**config.mk**
```make
export PLATFORM = sky130hd
export DESIGN_NAME = tpu_issue_top
export DESIGN_NICKNAME = d
export VERILOG_FILES = /design/src/hw/tpu_issue_pkg.sv /design/src/hw/hazard_check.sv /design/src/hw/hazard_table.sv /design/src/hw/ring_buff_ctrl.sv /design/src/hw/tpu_issue_top.sv
export VERILOG_INCLUDE_DIRS = /design/src /design/src/hw
export SDC_FILE = /design/constraint.sdc
export NUM_CORES = 1
export LEC_CHECK = 0
export BUFFER_PORTS_ARGS = -buffer_cell sky130_fd_sc_hd__buf_2
export CAP_MARGIN = 15
export CORE_MARGIN = 8
export CORE_UTILIZATION = 40
export CTS_CLUSTER_DIAMETER = 200
export CTS_CLUSTER_SIZE = 28
export DETAILED_ROUTE_END_ITERATION = 10
export MAX_ROUTING_LAYER = met4
export SYNTH_ARGS = -nofsm -noshare
export SYNTH_HDL_FRONTEND = slang
export SYNTH_SLANG_ARGS = --single-unit
```
**constraint.sdc**
```tcl
create_clock -name clock -period 18.3 [get_ports clock]
set_clock_uncertainty 0.2 [all_clocks]
set_input_delay 5.49 -clock clock [delete_from_list [all_inputs] [get_ports clock]]
set_output_delay 5.49 -clock clock [all_outputs]
set_load 0.02 [all_outputs]
```
**src/hw/tpu_issue_defs.svh**
```systemverilog
`ifndef TPU_ISSUE_DEFS_SVH
`define TPU_ISSUE_DEFS_SVH

// Rows in the hazard table, also the number of issue numbers
// Must stay a power of two so the ring pointers wrap on their own
`define TPU_NUM_ENTRY	8

// Register index width, without the scalar/vector flag
`define TPU_INDEX_W		5

`define TPU_IMM_W		16	// Immediate field
`define TPU_SLEN_W		4	// Slice length field

`endif

```
**src/hw/tpu_issue_pkg.sv**
```systemverilog
package tpu_issue_pkg;

`include "tpu_issue_defs.svh"

	typedef logic [`TPU_INDEX_W-1:0]			index_t;
	typedef logic [`TPU_INDEX_W:0]				reg_id_t;	// {is_vec, index}
	typedef logic [$clog2(`TPU_NUM_ENTRY)-1:0]	issue_no_t;	// Same as the row address
	typedef logic [`TPU_SLEN_W-1:0]				slen_t;

	// Request from the decoder
	typedef struct packed {
		logic					is_vec;
		logic					slice;
		slen_t					slice_len;
		logic					v_dst;
		logic					v_src1;
		logic					v_src2;
		logic					v_src3;
		index_t					dst;
		index_t					src1;
		index_t					src2;
		index_t					src3;
		logic [`TPU_IMM_W-1:0]	imm;
	} instr_t;

	// One hazard table row, flags are live until commit
	typedef struct packed {
		logic		v_dst;
		logic		v_src1;
		logic		v_src2;
		logic		v_src3;
		logic		slice;
		reg_id_t	dst;
		reg_id_t	src1;
		reg_id_t	src2;
		reg_id_t	src3;
	} row_t;

	typedef struct packed {
		logic	raw;
		logic	war;
		logic	waw;
		logic	rar;
	} hazard_t;

	typedef struct packed {
		instr_t		instr;
		issue_no_t	issue_no;
	} issue_t;

endpackage

```
**src/hw/hazard_check.sv**
```systemverilog
`timescale 1ns/1ps
`include "tpu_issue_defs.svh"

module hazard_check
	import tpu_issue_pkg::*;
(
	input	logic						clock,
	input	logic						reset,
	input	logic						i_req,
	input	instr_t						i_instr,
	input	row_t [`TPU_NUM_ENTRY-1:0]	i_rows,
	input	logic						i_full,
	input	issue_no_t					i_wr_no,
	output	logic						o_stall,
	output	logic						o_alloc,
	output	hazard_t					o_hazard,
	output	logic						o_issue,
	output	issue_t						o_issue_instr
);

	reg_id_t					dst_id;
	reg_id_t					src1_id;
	reg_id_t					src2_id;
	reg_id_t					src3_id;
	logic [`TPU_NUM_ENTRY-1:0]	raw_m;
	logic [`TPU_NUM_ENTRY-1:0]	war_m;
	logic [`TPU_NUM_ENTRY-1:0]	waw_m;
	logic [`TPU_NUM_ENTRY-1:0]	rar_m;
	hazard_t					haz;
	hazard_t					hazard_q;
	logic						issue_q;
	issue_t						issue_instr_q;

	// Live destination of a row equals id
	function automatic logic dst_hit(input row_t r, input reg_id_t id);
		return r.v_dst && (r.dst == id);
	endfunction

	// Any live source of a row equals id
	function automatic logic src_hit(input row_t r, input reg_id_t id);
		return (r.v_src1 && (r.src1 == id))
			|| (r.v_src2 && (r.src2 == id))
			|| (r.v_src3 && (r.src3 == id));
	endfunction

	assign dst_id	= {i_instr.is_vec, i_instr.dst};
	assign src1_id	= {i_instr.is_vec, i_instr.src1};
	assign src2_id	= {i_instr.is_vec, i_instr.src2};
	assign src3_id	= {i_instr.is_vec, i_instr.src3};

	always_comb begin
		for (int i = 0; i < `TPU_NUM_ENTRY; i++) begin
			raw_m[i] = (i_instr.v_src1 && dst_hit(i_rows[i], src1_id))
				|| (i_instr.v_src2 && dst_hit(i_rows[i], src2_id))
				|| (i_instr.v_src3 && dst_hit(i_rows[i], src3_id));
			war_m[i] = i_instr.v_dst && src_hit(i_rows[i], dst_id);
			waw_m[i] = i_instr.v_dst && dst_hit(i_rows[i], dst_id);
			// Shared sliced reads, reported only
			rar_m[i] = i_instr.slice && i_rows[i].slice
				&& ((i_instr.v_src1 && src_hit(i_rows[i], src1_id))
				|| (i_instr.v_src2 && src_hit(i_rows[i], src2_id))
				|| (i_instr.v_src3 && src_hit(i_rows[i], src3_id)));
		end
	end

	assign haz.raw	= |raw_m;
	assign haz.war	= |war_m;
	assign haz.waw	= |waw_m;
	assign haz.rar	= |rar_m;

	assign o_stall	= i_req && (haz.raw || haz.war || haz.waw || i_full);
	assign o_alloc	= i_req && !o_stall;

	always_ff @(posedge clock) begin
		if (reset) begin
			hazard_q	<= '0;
			issue_q		<= 1'b0;
		end else begin
			hazard_q	<= i_req ? haz : '0;	// Cleared with no request
			issue_q		<= o_alloc;
		end
	end

	always_ff @(posedge clock) begin
		if (o_alloc) begin
			issue_instr_q.instr		<= i_instr;
			issue_instr_q.issue_no	<= i_wr_no;
		end
	end

	assign o_hazard			= hazard_q;
	assign o_issue			= issue_q;
	assign o_issue_instr	= issue_instr_q;

endmodule

```
**src/hw/hazard_table.sv**
```systemverilog
`timescale 1ns/1ps
`include "tpu_issue_defs.svh"

module hazard_table
	import tpu_issue_pkg::*;
(
	input	logic								clock,
	input	logic								reset,
	input	logic								i_alloc,
	input	issue_no_t							i_wr_no,
	input	instr_t								i_instr,
	input	logic								i_commit,
	input	issue_no_t							i_commit_no,
	output	row_t [`TPU_NUM_ENTRY-1:0]			o_rows,
	output	logic [`TPU_NUM_ENTRY-1:0]			o_live
);

	row_t [`TPU_NUM_ENTRY-1:0]	rows;
	logic [`TPU_NUM_ENTRY-1:0]	busy;	// Holds rows that have no operands
	row_t						new_row;
	logic						no_opnd;

	assign o_rows = rows;

	// Tag every index with the register file it belongs to
	always_comb begin
		new_row.v_dst	= i_instr.v_dst;
		new_row.v_src1	= i_instr.v_src1;
		new_row.v_src2	= i_instr.v_src2;
		new_row.v_src3	= i_instr.v_src3;
		new_row.slice	= i_instr.slice;
		new_row.dst		= {i_instr.is_vec, i_instr.dst};
		new_row.src1	= {i_instr.is_vec, i_instr.src1};
		new_row.src2	= {i_instr.is_vec, i_instr.src2};
		new_row.src3	= {i_instr.is_vec, i_instr.src3};
	end

	assign no_opnd = !(i_instr.v_dst || i_instr.v_src1 || i_instr.v_src2 || i_instr.v_src3);

	always_comb begin
		for (int i = 0; i < `TPU_NUM_ENTRY; i++) begin
			o_live[i] = busy[i] || rows[i].v_dst || rows[i].v_src1
				|| rows[i].v_src2 || rows[i].v_src3;
		end
	end

	always_ff @(posedge clock) begin
		if (reset) begin
			for (int i = 0; i < `TPU_NUM_ENTRY; i++) begin
				rows[i].v_dst	<= 1'b0;
				rows[i].v_src1	<= 1'b0;
				rows[i].v_src2	<= 1'b0;
				rows[i].v_src3	<= 1'b0;
			end
			busy <= '0;
		end else begin
			if (i_commit) begin
				rows[i_commit_no].v_dst		<= 1'b0;
				rows[i_commit_no].v_src1	<= 1'b0;
				rows[i_commit_no].v_src2	<= 1'b0;
				rows[i_commit_no].v_src3	<= 1'b0;
				busy[i_commit_no]			<= 1'b0;
			end
			// Allocation wins, a stale commit to this row is dropped
			if (i_alloc) begin
				rows[i_wr_no]	<= new_row;
				busy[i_wr_no]	<= no_opnd;
			end
		end
	end

endmodule

```
**src/hw/ring_buff_ctrl.sv**
```systemverilog
`timescale 1ns/1ps
`include "tpu_issue_defs.svh"

module ring_buff_ctrl
	import tpu_issue_pkg::*;
(
	input	logic						clock,
	input	logic						reset,
	input	logic						i_alloc,
	input	logic [`TPU_NUM_ENTRY-1:0]	i_live,
	output	issue_no_t					o_wr_no,
	output	issue_no_t					o_rd_no,
	output	logic						o_full,
	output	logic						o_empty
);

	// One extra bit so the count can hold a full buffer
	localparam int CNT_W = $clog2(`TPU_NUM_ENTRY) + 1;

	issue_no_t			wr_ptr;
	issue_no_t			rd_ptr;
	logic [CNT_W-1:0]	count;
	logic				retire;

	assign o_wr_no	= wr_ptr;
	assign o_rd_no	= rd_ptr;
	assign o_full	= (count == CNT_W'(`TPU_NUM_ENTRY));
	assign o_empty	= (count == '0);

	// Oldest row leaves once it is committed
	assign retire	= !o_empty && !i_live[rd_ptr];

	always_ff @(posedge clock) begin
		if (reset) begin
			wr_ptr	<= '0;
			rd_ptr	<= '0;
		end else begin
			if (i_alloc)
				wr_ptr <= wr_ptr + 1'b1;	// Wraps at the table depth
			if (retire)
				rd_ptr <= rd_ptr + 1'b1;
		end
	end

	always_ff @(posedge clock) begin
		if (reset) begin
			count <= '0;
		end else begin
			case ({i_alloc, retire})
				2'b10:		count <= count + 1'b1;
				2'b01:		count <= count - 1'b1;
				default:	count <= count;	// Both or neither
			endcase
		end
	end

endmodule

```
**src/hw/tpu_issue_top.sv**
```systemverilog
`timescale 1ns/1ps
`include "tpu_issue_defs.svh"

module tpu_issue_top
	import tpu_issue_pkg::*;
(
	input	logic		clock,
	input	logic		reset,
	input	logic		i_req,
	input	instr_t		i_instr,
	input	logic		i_commit,
	input	issue_no_t	i_commit_no,
	output	logic		o_stall,
	output	logic		o_issue,
	output	issue_t		o_issue_instr,
	output	hazard_t	o_hazard,
	output	issue_no_t	o_rd_ptr
);

	logic						alloc;
	logic						full;
	issue_no_t					wr_no;
	row_t [`TPU_NUM_ENTRY-1:0]	rows;
	logic [`TPU_NUM_ENTRY-1:0]	live;

	hazard_check u_check (
		.clock			(clock),
		.reset			(reset),
		.i_req			(i_req),
		.i_instr		(i_instr),
		.i_rows			(rows),
		.i_full			(full),
		.i_wr_no		(wr_no),
		.o_stall		(o_stall),
		.o_alloc		(alloc),
		.o_hazard		(o_hazard),
		.o_issue		(o_issue),
		.o_issue_instr	(o_issue_instr)
	);

	hazard_table u_table (
		.clock			(clock),
		.reset			(reset),
		.i_alloc		(alloc),
		.i_wr_no		(wr_no),
		.i_instr		(i_instr),
		.i_commit		(i_commit),
		.i_commit_no	(i_commit_no),
		.o_rows			(rows),
		.o_live			(live)
	);

	// Oldest live number goes out to the commit side
	ring_buff_ctrl u_ring (
		.clock			(clock),
		.reset			(reset),
		.i_alloc		(alloc),
		.i_live			(live),
		.o_wr_no		(wr_no),
		.o_rd_no		(o_rd_ptr),
		.o_full			(full),
		.o_empty		()
	);

endmodule

```
Word-level counts from Yosys, hierarchy flattened
Cells that the tools add are included.

storage, ports and cells
  register bits after elaboration = 304
  bits of input ports = 53
  output and inout bits = 58

cells by class
  add/subtract/negate cells = 4
  order comparisons = 5
  equal/unequal tests = 131
  multiplexer cells = 29
  bitwise logic cells = 3
  reductions and logical operators = 358

operators with widths
  kind                   number
  $bwmux W232            5
  $eq A6 B6 Y1           128
  $mux W232              3
  $demux W29 S3          5
  $logic_and A1 B1 Y1    213
  $logic_or A1 B1 Y1     134
  $mux W29               2
  $reduce_or A8 Y1       4
  $mux W28               1
  $mux W27               1
  $mux W26               1
  $mux W8                3
  $lt A3 B4 Y1 const B   3
  $and A8 B8 Y8          1
  $bwmux W8              1
  $not A8 Y8             1
  $pmux W4 S2            1
  $add A3 B1 Y3 const B  2
  $demux W1 S3           2
  $ge A3 B1 Y1 const B   2
  $add A4 B1 Y4 const B  1
  $eq A4 B4 Y1 const B   1
  $logic_not A1 Y1       4
  $logic_not A4 Y1       1
  8 further kinds        10

Logic depth before layout (Yosys ltp)
  depth in word-level cells = 14
  depth in mapped cells = 18
  mapped depth without buffers = 14

Hierarchy
Synthesis repeated with hierarchy kept, for this count alone.

unflattened totals
  cells, all modules = 1883
  area, all modules = 19437.4 sq um

by module, submodules not included
  module          times used  cells an instance  area an instance (sq um)  seq. area each (sq um)
  hazard_check    1           1220               10304.9                   1571.5
  hazard_table    1           595                8495.6                    6085.8
  ring_buff_ctrl  1           68                 636.9                     200.2

Worst setup path before layout
Ideal clock, no wire load.

  path kind = input-to-output
  start = in i_instr[33] (netlist bit)
  end = out o_stall
  arrival time = 7304 ps
  required time = 12610 ps
  setup slack = 5306 ps
  cell stages on the path = 11
  buffers on the path = 4
  cells stage by stage = buf_4 > buf_6 > buf_4 > xnor2_1 > nand3_1 > nor4_1 > a21oi_1 > a41oi_2 > nor2_1 > buf_2 > a31oi_1

between the ends
  word-level cells in the longest chain between the ends = 10
  elaborated cells on any way between the ends = 102

ends and longest elaborated chain
  what                                           line                                    text
  start: declaration                             tpu_issue_top.sv:10                     input instr_t i_instr,
  $eq A6 B6 Y1, on equally long branches         hazard_check.sv:41, hazard_check.sv:42
  $logic_and A1 B1 Y1, on equally long branches  hazard_check.sv:41, hazard_check.sv:42
  $logic_or A1 B1 Y1                             hazard_check.sv:42                      || (r.v_src2 && (r.src2 == id))
  $logic_or A1 B1 Y1                             hazard_check.sv:43                      || (r.v_src3 && (r.src3 == id));
  $logic_and A1 B1 Y1                            hazard_check.sv:56                      war_m[i] = i_instr.v_dst && src_hit(i_rows[i], dst_id);
  $reduce_or A8 Y1                               hazard_check.sv:67                      assign haz.war = |war_m;
  $logic_or A1 B1 Y1                             hazard_check.sv:71                      assign o_stall = i_req && (haz.raw || haz.war || haz.waw || i_full);
  $logic_or A1 B1 Y1 * (2 in a row)              hazard_check.sv:71
  $logic_and A1 B1 Y1 *                          hazard_check.sv:71
  end: declaration                               tpu_issue_top.sv:13                     output logic o_stall,

Every way passes the cells marked *; elsewhere a longest branch is shown, timed or not.

Final worst setup path
  start = in i_instr[45] (netlist bit)
  end = out o_stall

between the ends
  word-level cells in the longest chain between the ends = 10
  elaborated cells on any way between the ends = 191

ends and longest elaborated chain
  what                                                       line                                                        text
  $eq A6 B6 Y1, on equally long branches                     hazard_check.sv:36, hazard_check.sv:41, hazard_check.sv:42
  $logic_and A1 B1 Y1, on equally long branches              hazard_check.sv:36, hazard_check.sv:41, hazard_check.sv:42
  $logic_and A1 B1 Y1, or another cell as far along          hazard_check.sv:53                                          raw_m[i] = (i_instr.v_src1 && dst_hit(i_rows[i], src1_id))
  $logic_or A1 B1 Y1, on equally long branches               hazard_check.sv:54, hazard_check.sv:43
  $logic_or A1 B1 Y1 or $logic_and A1 B1 Y1 (tied branches)  hazard_check.sv:55, hazard_check.sv:56
  $reduce_or A8 Y1, on equally long branches                 hazard_check.sv:66, hazard_check.sv:67
  $logic_or A1 B1 Y1                                         hazard_check.sv:71
  $logic_or A1 B1 Y1 * (2 in a row)                          hazard_check.sv:71
  $logic_and A1 B1 Y1 *                                      hazard_check.sv:71

Marks and branches as above.

==> results.cfg <==
[die]
ios = 111
die_w_um = 235
dieArea_um2 = 55000
die_y_um = 235
core_area_um2 = 47400
start_util = 0.403
row_count = 80

[synth]
synth_seq_area_share = 0.411
synth_edf_count = 225
synthesis.area_um2 = 19100
syn_nets = 1905
synth_cells = 1846
synth_cell_types = 55
yosysWarningCount = 0
synth-async-reset-ratio = 0
syn_avg_cell_area_um2 = 10.4
synthFlopType = edfxtp_1
synth_seq_cells = 280

[pwr]
irDropWorstVdd_mv = 0.0449
p_leak_nw = 7.21
powerDensity_nw_per_um2 = 71.4

[clocking]
cts.path.max_buffers = 3
cts_hold_buf = 0
cts_buffers = 13
worst_setup_hold_path_clk_slew_ns = 0.11
postCtsSetupBuffers = 0
cts_tree = built
insertion_delay_ns = 0.53
cts.htree.levels = 1
cts-root-buf = clkbuf_16
ctsResizeCount = 0
clock-sinks = 280

[drt]
dr.pass1.iters = 5
routed_via_density = 5.71
vias = 14000
drcViolationCount = 0
drtIter0Drc = 1336
drt-total-wl_mm = 59.8
ant_nets = 0
avgRoutedWirePerCell_um = 24.4

[grt]
grt_usage = 0.218
overflow = 0
grt_antenna_before_repair = 3
grt_pass1_wl_mm = 88.4
grt_max_degree = 45
grt_pass1_vias = 13700

[timing]
fin_crit_sh = 0.781
max_freq_mhz = 69.9
setup_ws_ns = 4.00
finalMaxSlewViolations = 0
rsz0062_at_grt = false
setup_viol = 0
setup-tns-final_ns = 0
hold_violations = 0
period_minus_slack_ns = 14.30
tightest_slew_ns = 1.14
maxSlewHeadroom = 0.239

[run_status]
status = finished, final reports clean

[worst_hold_path]
min_path_type = flop to flop

[setup_path]
cp_data_arrival_time_ns = 8.61
critPathMaxFanout = 18
criticalPathCategory = input port to output port
required_ns = 12.61
startpoint_type = input port
cp-end-kind = output port

[finish]
final_cells = 2450
mostFrequentLayoutCell = xor2_1
finish.net_count = 1887
final_cell_mix = 365 x xor2_1, 286 x xnor2_1, 225 x edfxtp_1
drive_gt1_frac = 0.0954
syn_to_final_growth_pct = 5.12

[placement]
place_ws_ns = 4.09
dp_hpwl_mm = 38.1
dpl.cell_count = 2427
io_buffers = 110
gp_congestion = 0.869

[flow_run]
maxCapViolCount = 0
-- final timing paths --
check	slack, ns	startpoint	to	cells past startpoint
min reg2reg	0.26	u_table.busy[2]	u_table.busy[2]	2
max	4.00	i_instr[45]	o_stall	10
min	0.26	u_table.busy[2]	u_table.busy[2]	2
max reg2reg	13.75	u_table.o_rows[61]	u_ring.count[3]	15
-- power by group --
group	leakage (nW)	switching [mW]	internal (mW)
clock network	0.170	0.206	0.136
registers	2.83	0.0361	0.730
logic	4.21	0.210	0.117
-- final cells by class --
cell class,instances,area (µm²)
clock buffers,21,355
well taps,615,769
diodes,1,2.50
fillers,4468,27400
repair buffers,142,811
flip-flops and latches,280,7860
inverters,8,30.0
multi-input cells,1383,10300
-- cells in the mapped netlist, drive strengths merged (17+ instances only) --
cell / instances / area, µm²
a21oi: 20 / 100
a31oi: 17 / 106
and2: 176 / 1100
buf: 121 / 797
clkbuf: 54 / 213
dfxtp: 55 / 1100
edfxtp: 225 / 6760
mux2i: 42 / 420
nand2: 72 / 270
nand3: 86 / 435
nand4: 59 / 369
nor2: 39 / 146
nor3: 18 / 90.1
nor4: 122 / 776
xnor2: 289 / 2550
xor2: 365 / 3200
-- cells by family after synthesis --
| logic type | after synthesis | synth area share |
|---|---|---|
| xor gates and xnor gates | 654 | 0.301 |
| and+or+nand+nor | 610 | 0.181 |
| DFF | 280 | 0.411 |
| buffers and inverters | 183 | 0.0544 |
| AOI/OAI and AO/OA | 70 | 0.0255 |
| muxes | 43 | 0.0226 |
| adders and majority gates | 6 | 0.00432 |
-- metal layers --
layer	routed length, µm	share of wire	GRT usage
met1	24700	0.41	0.270
met2	28100	0.47	0.355
met3	4080	0.068	0.0272
met4	2920	0.049	0.100
met5	0	0	-
-- per-stage QoR --
| stage | cell area (µm²) | power, mW | hold WS (ns) | util |
|---|---|---|---|---|
| 2_1_floorplan | 19100 | 1.01 | 0.229 | - |
| 3_3_place_gp | 19700 | 1.10 | 0.238 | 0.415 |
| 3_5_place_dp | 19700 | 1.10 | 0.246 | 0.415 |
| 4_1_cts | 20100 | 1.44 | 0.262 | 0.423 |
| 5_1_grt | 20100 | 1.49 | 0.276 | 0.423 |
| 6_report | 20100 | 1.44 | 0.260 | 0.423 |
-- flip-flops by register name, summed over array words and instances, names as in the netlist --
| name | cells |
|---|---|
| u_ring.o_rd_no | 3 |
| u_table.o_rows | 208 |
| u_check.o_issue | 1 |
| u_check.o_hazard | 4 |
| u_ring.count | 4 |
| u_table.busy | 8 |
| u_ring.o_wr_no | 3 |
| u_check.o_issue_instr | 49 |
-- critical path, stage by stage --
cell and delay [ns]:
buf_2 0.51, xnor2_1 0.36, nand4_1 0.19, nor4_1 0.07, nor4_1 0.59, o2111ai_1 0.52
o41ai_4 0.34, buf_4 0.23, a31oi_1 0.10, buf_2 0.19
Note: power is estimated with default switching activity, not from simulation.
